$ cat src/source/ex_pkg.sv
package ex_pkg;

	// Datapath and pointer widths
	localparam int word_width = 32;
	localparam int ptr_width = 5;

	// Shift amount taken from the low bits of operand B
	localparam int shamt_width = 5;

	// Register contents, immediates and results
	typedef logic [word_width-1:0] word_t;

	// Names a general register or a system register
	typedef logic [ptr_width-1:0] reg_ptr_t;

	// ALU operations
	typedef enum logic [3:0] {
		op_add = 4'd0,
		op_sub = 4'd1,
		op_and = 4'd2,
		op_or = 4'd3,
		op_xor = 4'd4,
		op_shl = 4'd5,
		op_shr = 4'd6,
		op_mov = 4'd7,
		op_spadd = 4'd8
	} ex_op_t;

	// Stack pointer system register
	localparam reg_ptr_t sysreg_spr = 5'd1;

	// Stack pointer after reset
	localparam word_t spr_reset_value = 32'h0000_1000;

	// Size of the general register file
	localparam int gr_count = 32;

endpackage
$ cat src/source/wb_bus_if.sv
`timescale 1ns/1ps

interface wb_bus_if;

	// Slot holds a live instruction
	logic gr_valid;
	// Result to be retired
	ex_pkg::word_t gr_data;
	// Destination register
	ex_pkg::reg_ptr_t gr_dest;
	// Destination names a system register
	logic gr_dest_sysreg;
	// Instruction updates the stack pointer
	logic spr_valid;
	// New stack pointer value
	ex_pkg::word_t spr_data;

	// Retire stage side
	modport source (
		output gr_valid, gr_data, gr_dest, gr_dest_sysreg, spr_valid, spr_data
	);

	// Forwarding and result side
	modport sink (
		input gr_valid, gr_data, gr_dest, gr_dest_sysreg, spr_valid, spr_data
	);

endinterface

$ cat src/source/ex_core_slice.sv
`timescale 1ns/1ps

module ex_core_slice (
	input logic clock,
	input logic rst_n,
	// Issued instruction
	input logic issue_valid,
	input ex_pkg::ex_op_t op,
	input ex_pkg::reg_ptr_t src_a_pointer,
	input logic src_a_sysreg,
	input logic src_a_imm,
	input ex_pkg::reg_ptr_t src_b_pointer,
	input logic src_b_sysreg,
	input logic src_b_imm,
	input ex_pkg::word_t imm_data,
	input ex_pkg::reg_ptr_t dest_pointer,
	input logic dest_sysreg,
	// Result one cycle after issue
	output logic result_valid,
	output ex_pkg::word_t result_data,
	output ex_pkg::reg_ptr_t result_dest,
	output logic result_dest_sysreg,
	// Committed stack pointer
	output ex_pkg::word_t spr_value
);

	// Writeback slots
	wb_bus_if wb ();
	wb_bus_if prev_wb ();

	// Register file reads before forwarding
	ex_pkg::word_t read_a_data;
	ex_pkg::word_t read_b_data;
	// Forwarded operands
	ex_pkg::word_t operand_a;
	ex_pkg::word_t operand_b;
	// ALU outputs
	ex_pkg::word_t alu_result;
	logic spr_write;
	ex_pkg::word_t spr_next;
	// SP adjust always retires to a general register
	logic retire_dest_sysreg;

	assign retire_dest_sysreg = dest_sysreg && op != ex_pkg::op_spadd;

	ex_retire_stage u_retire (
		.clock(clock),
		.rst_n(rst_n),
		.issue_valid(issue_valid),
		.result(alu_result),
		.dest_pointer(dest_pointer),
		.dest_sysreg(retire_dest_sysreg),
		.spr_write(spr_write),
		.spr_next(spr_next),
		.read_a_pointer(src_a_pointer),
		.read_a_sysreg(src_a_sysreg),
		.read_b_pointer(src_b_pointer),
		.read_b_sysreg(src_b_sysreg),
		.read_a_data(read_a_data),
		.read_b_data(read_b_data),
		.spr_value(spr_value),
		.wb(wb.source),
		.prev_wb(prev_wb.source)
	);

	// Operand A
	ex_forwarding forward_a (
		.src_pointer(src_a_pointer),
		.src_sysreg(src_a_sysreg),
		.src_imm(src_a_imm),
		.imm_data(imm_data),
		.reg_data(read_a_data),
		.wb(wb.sink),
		.prev_wb(prev_wb.sink),
		.operand(operand_a)
	);

	// Operand B shares the immediate
	ex_forwarding forward_b (
		.src_pointer(src_b_pointer),
		.src_sysreg(src_b_sysreg),
		.src_imm(src_b_imm),
		.imm_data(imm_data),
		.reg_data(read_b_data),
		.wb(wb.sink),
		.prev_wb(prev_wb.sink),
		.operand(operand_b)
	);

	ex_alu u_alu (
		.op(op),
		.operand_a(operand_a),
		.operand_b(operand_b),
		.dest_pointer(dest_pointer),
		.dest_sysreg(dest_sysreg),
		.result(alu_result),
		.spr_write(spr_write),
		.spr_next(spr_next)
	);

	// Newer slot is the visible result
	assign result_valid = wb.gr_valid;
	assign result_data = wb.gr_data;
	assign result_dest = wb.gr_dest;
	assign result_dest_sysreg = wb.gr_dest_sysreg;

endmodule

$ cat src/source/ex_retire_stage.sv
`timescale 1ns/1ps

module ex_retire_stage (
	input logic clock,
	input logic rst_n,
	input logic issue_valid,
	input ex_pkg::word_t result,
	input ex_pkg::reg_ptr_t dest_pointer,
	input logic dest_sysreg,
	input logic spr_write,
	input ex_pkg::word_t spr_next,
	input ex_pkg::reg_ptr_t read_a_pointer,
	input logic read_a_sysreg,
	input ex_pkg::reg_ptr_t read_b_pointer,
	input logic read_b_sysreg,
	output ex_pkg::word_t read_a_data,
	output ex_pkg::word_t read_b_data,
	output ex_pkg::word_t spr_value,
	wb_bus_if.source wb,
	wb_bus_if.source prev_wb
);

	// Architectural state
	ex_pkg::word_t gr_file [ex_pkg::gr_count];
	ex_pkg::word_t spr;

	// Committed register contents for one read port
	function automatic ex_pkg::word_t read_port(
		input ex_pkg::reg_ptr_t ptr,
		input logic sysreg,
		input ex_pkg::word_t gr_value,
		input ex_pkg::word_t spr_current
	);
		ex_pkg::word_t data;
		if (!sysreg) begin
			data = gr_value;
		end
		else if (ptr == ex_pkg::sysreg_spr) begin
			data = spr_current;
		end
		else begin
			// Other system registers do not exist here
			data = '0;
		end
		return data;
	endfunction

	// Slot valid flags
	always_ff @(posedge clock or negedge rst_n) begin
		if (!rst_n) begin
			wb.gr_valid <= 1'b0;
			wb.spr_valid <= 1'b0;
			prev_wb.gr_valid <= 1'b0;
			prev_wb.spr_valid <= 1'b0;
		end
		else begin
			// New slot from the issue cycle
			wb.gr_valid <= issue_valid;
			wb.spr_valid <= issue_valid && spr_write;
			// Age into the older slot
			prev_wb.gr_valid <= wb.gr_valid;
			prev_wb.spr_valid <= wb.spr_valid;
		end
	end

	// Slot payload
	always_ff @(posedge clock) begin
		if (issue_valid) begin
			wb.gr_data <= result;
			wb.gr_dest <= dest_pointer;
			wb.gr_dest_sysreg <= dest_sysreg;
			wb.spr_data <= spr_next;
		end
		prev_wb.gr_data <= wb.gr_data;
		prev_wb.gr_dest <= wb.gr_dest;
		prev_wb.gr_dest_sysreg <= wb.gr_dest_sysreg;
		prev_wb.spr_data <= wb.spr_data;
	end

	// Commit of the older slot
	always_ff @(posedge clock or negedge rst_n) begin
		if (!rst_n) begin
			for (int i = 0; i < ex_pkg::gr_count; i++) begin
				gr_file[i] <= '0;
			end
			spr <= ex_pkg::spr_reset_value;
		end
		else begin
			// General destination
			if (prev_wb.gr_valid && !prev_wb.gr_dest_sysreg) begin
				gr_file[prev_wb.gr_dest] <= prev_wb.gr_data;
			end
			// Stack pointer update
			if (prev_wb.spr_valid) begin
				spr <= prev_wb.spr_data;
			end
		end
	end

	// Read ports
	assign read_a_data = read_port(read_a_pointer, read_a_sysreg,
		gr_file[read_a_pointer], spr);
	assign read_b_data = read_port(read_b_pointer, read_b_sysreg,
		gr_file[read_b_pointer], spr);

	assign spr_value = spr;

endmodule

$ cat src/source/ex_alu.sv
`timescale 1ns/1ps

module ex_alu (
	input ex_pkg::ex_op_t op,
	input ex_pkg::word_t operand_a,
	input ex_pkg::word_t operand_b,
	input ex_pkg::reg_ptr_t dest_pointer,
	input logic dest_sysreg,
	output ex_pkg::word_t result,
	output logic spr_write,
	output ex_pkg::word_t spr_next
);

	// Shared adder
	ex_pkg::word_t sum;
	// Shift distance from operand B
	logic [ex_pkg::shamt_width-1:0] shamt;
	// Destination is the stack pointer
	logic dest_is_spr;
	// Stack pointer adjust
	logic is_spadd;

	assign sum = operand_a + operand_b;
	assign shamt = operand_b[ex_pkg::shamt_width-1:0];
	assign dest_is_spr = dest_sysreg && dest_pointer == ex_pkg::sysreg_spr;
	assign is_spadd = op == ex_pkg::op_spadd;

	// Result select
	always_comb begin
		case (op)
			ex_pkg::op_add: begin
				result = sum;
			end
			ex_pkg::op_sub: begin
				result = operand_a - operand_b;
			end
			ex_pkg::op_and: begin
				result = operand_a & operand_b;
			end
			ex_pkg::op_or: begin
				result = operand_a | operand_b;
			end
			ex_pkg::op_xor: begin
				result = operand_a ^ operand_b;
			end
			// Logical shifts only
			ex_pkg::op_shl: begin
				result = operand_a << shamt;
			end
			ex_pkg::op_shr: begin
				result = operand_a >> shamt;
			end
			ex_pkg::op_mov: begin
				result = operand_b;
			end
			// Old stack pointer goes to the destination
			ex_pkg::op_spadd: begin
				result = operand_a;
			end
			default: begin
				result = '0;
			end
		endcase
	end

	// SPR update
	always_comb begin
		spr_write = 1'b0;
		spr_next = result;
		if (is_spadd) begin
			// Adjust wins over any sysreg destination
			spr_write = 1'b1;
			spr_next = sum;
		end
		else if (dest_is_spr) begin
			spr_write = 1'b1;
		end
	end

endmodule

$ cat src/source/ex_forwarding.sv
`timescale 1ns/1ps

module ex_forwarding (
	input ex_pkg::reg_ptr_t src_pointer,
	input logic src_sysreg,
	input logic src_imm,
	input ex_pkg::word_t imm_data,
	input ex_pkg::word_t reg_data,
	wb_bus_if.sink wb,
	wb_bus_if.sink prev_wb,
	output ex_pkg::word_t operand
);

	// One forwarding step against a single writeback slot
	function automatic ex_pkg::word_t rewrite(
		input ex_pkg::reg_ptr_t ptr,
		input logic sysreg,
		input ex_pkg::word_t data_in,
		input logic slot_valid,
		input ex_pkg::word_t slot_gr_data,
		input ex_pkg::reg_ptr_t slot_dest,
		input logic slot_dest_sysreg,
		input logic slot_spr_valid,
		input ex_pkg::word_t slot_spr_data
	);
		ex_pkg::word_t data_out;
		data_out = data_in;
		if (slot_valid) begin
			// Stack pointer read hits a pending SPR update
			if (sysreg && ptr == ex_pkg::sysreg_spr && slot_spr_valid) begin
				data_out = slot_spr_data;
			end
			// General read hits a pending general write
			else if (!sysreg && !slot_dest_sysreg && ptr == slot_dest) begin
				data_out = slot_gr_data;
			end
		end
		return data_out;
	endfunction

	// Older slot first
	ex_pkg::word_t prev_data;
	// Then the newer slot on top
	ex_pkg::word_t curr_data;

	assign prev_data = rewrite(src_pointer, src_sysreg, reg_data,
		prev_wb.gr_valid, prev_wb.gr_data, prev_wb.gr_dest,
		prev_wb.gr_dest_sysreg, prev_wb.spr_valid, prev_wb.spr_data);

	assign curr_data = rewrite(src_pointer, src_sysreg, prev_data,
		wb.gr_valid, wb.gr_data, wb.gr_dest,
		wb.gr_dest_sysreg, wb.spr_valid, wb.spr_data);

	// Immediates bypass forwarding entirely
	assign operand = src_imm ? imm_data : curr_data;

endmodule

$ cat config.mk
export PLATFORM = sky130hd
export DESIGN_NAME = ex_core_slice
export DESIGN_NICKNAME = d
export VERILOG_FILES = /design/src/source/ex_pkg.sv /design/src/source/wb_bus_if.sv /design/src/source/ex_core_slice.sv /design/src/source/ex_retire_stage.sv /design/src/source/ex_alu.sv /design/src/source/ex_forwarding.sv
export SDC_FILE = /design/constraint.sdc
export NUM_CORES = 2
export LEC_CHECK = 0
export ABC_AREA = 1
export BUFFER_PORTS_ARGS = -buffer_cell sky130_fd_sc_hd__buf_4
export CORE_ASPECT_RATIO = 1.4
export CORE_UTILIZATION = 24
export DETAILED_ROUTE_END_ITERATION = 7
export PLACE_DENSITY = 0.38
export SLEW_MARGIN = 20
export SYNTH_ARGS = -nofsm -noshare
export SYNTH_HDL_FRONTEND = slang
export SYNTH_HIERARCHICAL = 1
export SYNTH_SLANG_ARGS = --single-unit
$ cat constraint.sdc
create_clock -name clock -period 4.4 [get_ports clock]
set_input_delay 0.44 -clock clock [delete_from_list [all_inputs] [get_ports clock]]
set_output_delay 0.44 -clock clock [all_outputs]
set_load 0.05 [all_outputs]
* Yosys cells after proc, flatten, opt, wreduce, memory -nomap -nowiden
Cells that the tools add are included.
Operators by class: mux-type cells 31, shift operators 2, eq/ne operators 16, reductions and logical operators 24, bitwise operators 6, order comparisons 4, add/sub/neg operators 2
Operators with widths (number):
- $bwmux 1024 | 1
- $mux 32 | 24
- $bmux 32 s5 | 2
- $pmux 32 s9 | 1
- $demux 32 s5 | 1
- $add 32x32->32 | 1
- $and 32x32->32 | 1
- $or 32x32->32 | 1
- $shl 32x5->32 | 1
- $shr 32x5->32 | 1
- $sub 32x32->32 | 1
- $xor 32x32->32 | 1
- $eq 5x5->1 | 4
- $logic_and 1x1->1 | 19
- $ge 6x6->1 const B | 3
- $not 5->6 | 3
- $eq 4x3->1 const B | 4
- $eq 5x1->1 const B | 3
- $eq 4x2->1 const B | 2
- $lt 6x1->1 const B | 1
- $eq 4x1->1 const B | 1
- $eq 4x4->1 const B | 1
- $logic_not 1->1 | 4
- $logic_not 4->1 | 1
- 2 further kinds | 3
Word-level totals: output and inout bits 71, input port bits 59, logic and storage cells 130, register bits after elaboration 1200

* Logic depth before layout (Yosys ltp)
depth in word-level cells 15, mapped depth 36, mapped depth without buffers 30

* Hierarchy
Netlist, hierarchy kept.
Modules (own cells, without submodules):
- ex_retire_stage | area each 64065.2 µm², sequential area each 30030.1 µm², cells an instance 8879, times used 1
- ex_alu | area each 10349.9 µm², sequential area each 0.0 µm², cells an instance 2153, times used 1
- ex_forwarding | area each 2557.5 µm², sequential area each 0.0 µm², cells an instance 559, times used 2
- ex_core_slice | area each 20.0 µm², sequential area each 0.0 µm², cells an instance 5, times used 1

* Least setup slack after synthesis
OpenSTA, ideal clock, no wires.
kind input port to flip-flop, start point input src_b_pointer[0], end point register u_retire.wb.gr_data[10] (data pin), required time 4.138 ns, buffers on the path 7, slack 0.164 ns, library setup time 0.262 ns, stages on the path 27, data arrival time 3.974 ns, cells stage by stage buf_2 -> clkbuf_1 -> nand3_1 -> nor3_1 -> clkbuf_1 -> nand2_1 -> nand2_1 -> nand2_1 -> nand2_1 -> nand2_1 -> a21oi_2 -> clkbuf_1 -> inv_1 -> clkbuf_1 -> buf_2 -> ha_1 -> buf_2 -> nand2_1 -> nand3_1 -> nand2_1 -> nand2_1 -> nand2_1 -> nand2_1 -> xor2_1 -> nand2_1 -> nand2_1 -> or2_2
Between the ends: word-level cells in the longest chain between the ends 14, elaborated cells between the ends (all ways) 29, classes of those cells add/sub: 2; eq/ne: 3; shift: 2; mux: 13; bitwise: 4; reduce/logical: 5
Ends and longest elaborated chain:
- start, declared | RTL line ex_core_slice.sv:12 | input ex_pkg::reg_ptr_t src_b_pointer,
- $not 5->6 (implied by the code) | RTL line ex_retire_stage.sv:104 | gr_file[read_b_pointer], spr);
- $bmux 32 s5 | RTL line ex_retire_stage.sv:104
- $mux 32 (implied by the code) (2 in series) | RTL line ex_retire_stage.sv:104
- $mux 32 * | RTL line ex_retire_stage.sv:35 | if (!sysreg) begin
- named net read_b_data[3] | RTL line ex_core_slice.sv:33 | ex_pkg::word_t read_b_data;
- $mux 32 | RTL line ex_forwarding.sv:34 | else if (!sysreg && !slot_dest_sysreg && ptr == slot_dest) begin
- $mux 32 | RTL line ex_forwarding.sv:30 | if (sysreg && ptr == ex_pkg::sysreg_spr && slot_spr_valid) begin
- $mux 32 * | RTL line ex_forwarding.sv:28 | if (slot_valid) begin
- $mux 32 | RTL line ex_forwarding.sv:34
- $mux 32 | RTL line ex_forwarding.sv:30
- $mux 32 * | RTL line ex_forwarding.sv:28
- $mux 32 * | RTL line ex_forwarding.sv:55 | assign operand = src_imm ? imm_data : curr_data;
- named net operand_b[3] | RTL line ex_core_slice.sv:36 | ex_pkg::word_t operand_b;
- $sub 32x32->32 (tied with other cells) | RTL line ex_alu.sv:35 | result = operand_a - operand_b;
- $pmux 32 s9 * | RTL line ex_alu.sv:30 | case (op)
- named net alu_result[10] | RTL line ex_core_slice.sv:38 | ex_pkg::word_t alu_result;
- end, declared | RTL line wb_bus_if.sv:20 | output gr_valid, gr_data, gr_dest, gr_dest_sysreg, spr_valid, spr_data
The timed path passes the listed nets; every way through them passes the cells marked *. The select of a mux whose other input is x is not followed. A chain may end at the register's enable or synchronous reset.

* Worst setup path in the final report
start point register u_retire.wb.gr_dest[0], end point register u_retire.wb.spr_data[0] (data pin)
Between the ends: word-level cells in the longest chain between the ends 9, elaborated cells between the ends (all ways) 21, classes of those cells add/sub: 2; eq/ne: 2; shift: 2; mux: 10; bitwise: 3; reduce/logical: 2
Ends and longest elaborated chain:
- start, declared | RTL line wb_bus_if.sv:20
- $eq 5x5->1 * | RTL line ex_forwarding.sv:34
- $logic_and 1x1->1 * | RTL line ex_forwarding.sv:34
- $mux 32 * | RTL line ex_forwarding.sv:34
- $mux 32 * | RTL line ex_forwarding.sv:30
- $mux 32 * | RTL line ex_forwarding.sv:28
- $mux 32 * | RTL line ex_forwarding.sv:55
- named net operand_b[1] | RTL line ex_core_slice.sv:36
- $shr 32x5->32 / $shl 32x5->32 (equally long branches) | RTL line ex_alu.sv:51, ex_alu.sv:48
- $pmux 32 s9 * | RTL line ex_alu.sv:30
- named net alu_result[0] | RTL line ex_core_slice.sv:38
- $mux 32 * | RTL line ex_alu.sv:70 | if (is_spadd) begin
- named net spr_next[0] | RTL line ex_core_slice.sv:40 | ex_pkg::word_t spr_next;
- end, declared | RTL line wb_bus_if.sv:20
The timed path passes the listed nets; every way through them passes the cells marked *.

==> summary.txt <==
Placed design
  • Detail Placement HPWL: about 320000 um
  • Port buffer count: 129
  • GPL Wtd Cong: approximately 0.94
  • Pre-CTS setup slack: -1.19 ns
  • Placed Cells: about 17000

Synthesis
  • Ys async rst share: 0.883
  • Syn nets: approximately 12000
  • Yosys warnings: 6
  • Synth area leader: dfrtp_1
  • Register bit count reported by yosys: 1200
  • Ranking of synthesized cells by area: dfrtp_1 (33%), nand2_1 (21%), nand3_1 (10%), o21ai_0 (5.6%), inv_1 (5.0%)
  • Area share of the largest cell type after synthesis: 0.333
  • Number of flops mapped to enable cells by yosys: 70
  • Sequential fraction of the synthesis area: 0.377
  • Count leader, synth: nand2_1
  • Syn Area/Cell: around 6.5 um^2
  • Synth top cells by count: nand2_1 (4419), nand3_1 (1588), dfrtp_1 (1059)
  • Synth Cell Area: a little under 80000 um^2
  • Syn Inst Count: roughly 12000
  • Cell variety after synth: 54
  • Ys flop type: dfrtp_1

Timing
  • Worst slew margin: 0.248
  • Setup total negative slack: 0 ns
  • Max Fclk: about 0.23 GHz
  • Final Critical Period: around 4.3 ns
  • Final worst setup slack: between 0.09 and 0.1 ns
  • Setup Skew: between 0.1 and 0.15 ns
  • Worst-margin pin slew: approximately 1.1 ns
  • Period utilization: 0.979
  • Final Hold Viols: 0
  • Max Slew Vio Count: 0
  • Final hold slack: about 0.12 ns
  • RSZ-0062 raised after global routing: true
  • Final setup fails: 0

Floorplan
  • # IOs: 130
  • Rows: around 250
  • Die X: a little under 500 um
  • Die H: slightly below 700 um
  • Core region area: 329000 um^2
  • Initial Util: 0.242
  • Die area: around 330000 um^2

Global routing
  • Gr usage total: 0.261
  • First-pass GRT wire length: between 600000 and 700000 um
  • Largest net degree at the start of global routing: 135
  • Initial antenna violation count: 13
  • Overflow after GRT: 0
  • Vias in the first global route: about 85000

Detailed routing
  • Detailed-route vias per instance: 4.97
  • # DRC: 0
  • Routed Antenna Nets: 0
  • WL per Instance: 25.5 um
  • Via count: between 80000 and 90000
  • Starting DRC count in detailed routing: 8253
  • Routed WL: between 400000 and 500000 um
  • TritonRoute pass-1 iters: 6

Power and ir drop
  • Total power: between 40 and 50 mW
  • Pleak: between 40 and 50 nW
  • Worst vdd ir: 0.000318 V
  • Pwr/cell area: approximately 400 nW/um^2
  • Switching power: approximately 15 mW
  • Comb power frac: 0.298
  • Clock Power Share: 0.336
  • Internal power: ~25 mW
  • Seq pwr share: 0.366
  • Sw Share: 0.372

Setup path
  • Crit path arrival time: between 4 and 5 ns
  • CP Launch Type: register
  • Crit Path Category: reg -> reg
  • Peak fanout along the critical path: 73
  • Required time of the critical path: a little under 5 ns
  • Worst setup EP type: register

Hold path
  • Worst min path class: in -> async

Status
  • Run status: complete, no violations

CTS
  • CTS H-tree depth: 4
  • Bufs on Longest Clock Path: 4
  • Reg clk slew, reported paths: approximately 0.060 ns
  • CTS Buf Count: approximately 150
  • CTS Sinks: 1200
  • Root Buffer: clkbuf_16
  • Clock latency at the later pin of the worst-skew pair: 0.90 ns
  • CTS tree: built

Cells and area
  • Fraction of final layout cells sized beyond drive strength 1: 0.161
  • Fillers: approximately 36000
  • P&R area growth vs syn: 26.1%
  • Non-filler cells, final: about 17000
  • Area taken by multi-input logic gates: around 42000 um^2
  • Nets: ~13000
  • Sequential Area: ~30000 um^2

Job
  • MaxCap Viol Count: 0
state kept, by name, indices dropped and copies added, names as in the netlist:
name,flops
u_retire/prev_wb.gr_valid,1
u_retire/wb.spr_data,32
u_retire/prev_wb.gr_dest_sysreg,1
u_retire/gr_file,1024
u_retire/wb.spr_valid,1
u_retire/wb.gr_data,32
u_retire/prev_wb.spr_data,32
u_retire/prev_wb.gr_data,32
u_retire/wb.gr_valid,1
u_retire/spr_value,32
u_retire/prev_wb.gr_dest,5
u_retire/prev_wb.spr_valid,1
u_retire/wb.gr_dest_sysreg,1
u_retire/wb.gr_dest,5
cell families after synthesis:
| group | Yosys count | synth area share |
|---|---|---|
| AOI/OAI and AO/OA | 1968 | 0.139 |
| and+or+nand+nor | 6842 | 0.357 |
| adders and majority gates | 98 | 0.0156 |
| buffers and inverters | 1999 | 0.105 |
| xor gates and xnor gates | 13 | 0.00143 |
| DFF | 1200 | 0.377 |
| muxes | 35 | 0.00491 |
power groups by stage:
stage | combinational [mW] | clock [mW] | sequential (mW)
2_1_floorplan | 6.03 | 0 | 14.6
3_3_place_gp | 11.7 | 0 | 14.8
3_5_place_dp | 11.7 | 0 | 14.8
4_1_cts | 11.8 | 13.9 | 14.7
5_1_grt | 13.1 | 14.2 | 14.9
6_report | 12.0 | 13.5 | 14.7
layout make-up:
cell class              instances  share of cell area
inverters                    1083              0.0409
multi-input cells            8956               0.417
well taps                    4392              0.0548
flip-flops and latches       1200               0.299
clock buffers                 212              0.0443
diodes                         12            0.000299
repair buffers               1481               0.137
clock inverters                54             0.00675
routing by layer:
metal	up-vias	routed length [um]	track usage
met3	796	21000	0.0284
met4	6	26200	0.134
li1	40600	-	-
met2	3058	217000	0.454
met1	42000	180000	0.313
met5	-	35	0
placed cells by master (no fill, tap or decap), types with 29 or more instances in the layout:
cell	Yosys	final
nand2_1	4419	4399
nand3_1	1588	1572
buf_4	16	1263
dfrtp_1	1059	1056
inv_1	1056	1032
o21ai_0	885	881
nor2_1	606	580
o21ai_1	347	350
a21oi_1	308	295
o211ai_1	243	243
buf_12	0	199
clkbuf_16	0	158
nand4_1	93	93
ha_1	96	77
a21oi_2	60	70
o21ai_2	69	70
edfxtp_1	70	70
dfxtp_1	70	69
inv_2	25	37
nand2_4	10	35
o22ai_1	32	32
mux2_2	32	32
clkbuf_8	0	29
repair_timing:
item                                    4_1_cts  5_1_grt
hold endpoints to repair                    254        0
pin swaps                                     2       16
gates resized for setup                      27      100
hold buffers                                  8        0
setup buffers                                 8        8
endpoints found under the setup margin       51       53
through the flow:
step	area, um^2	utilization
after detailed placement	94400	0.287
after global routing	100000	0.305
after CTS	99800	0.303
after floorplan	79600	-
after global placement	94400	0.287
final	100000	0.305
worst paths after layout:
kind	from	to	cells after the start	slack, ns
worst max-delay path	u_retire/wb.gr_dest[0]	u_retire/wb.spr_data[0]	20	0.09
worst min-delay path	rst_n	u_retire/gr_file[307]	2	0.12
worst max register to register	u_retire/wb.gr_dest[0]	u_retire/wb.spr_data[0]	20	0.09
worst min register to register	u_retire/wb.spr_data[1]	u_retire/prev_wb.spr_data[1]	0	0.41
max in group asynchronous	rst_n	u_retire/gr_file[1002]	4	2.89
min in group clock	issue_valid	u_retire/wb.gr_data[15]	1	0.21
critical path: stages (launching register included):
cell      delay (ns)
edfxtp_1        0.55
buf_4           0.21
nand2_1         0.05
nand2_1         0.06
nor2_2          0.16
nand3_4         0.16
buf_12          0.19
o21ai_0         0.15
a21oi_1         0.13
a21oi_4         0.22
buf_4           0.16
buf_12          0.27
nand3_1         0.17
nand3_1         0.14
nand2_1         0.17
buf_4           0.19
o211ai_1        0.43
buf_4           0.20
nand4_1         0.12
nand2_1         0.09
nand2_1         0.12
(Power assumes the default switching activity.)
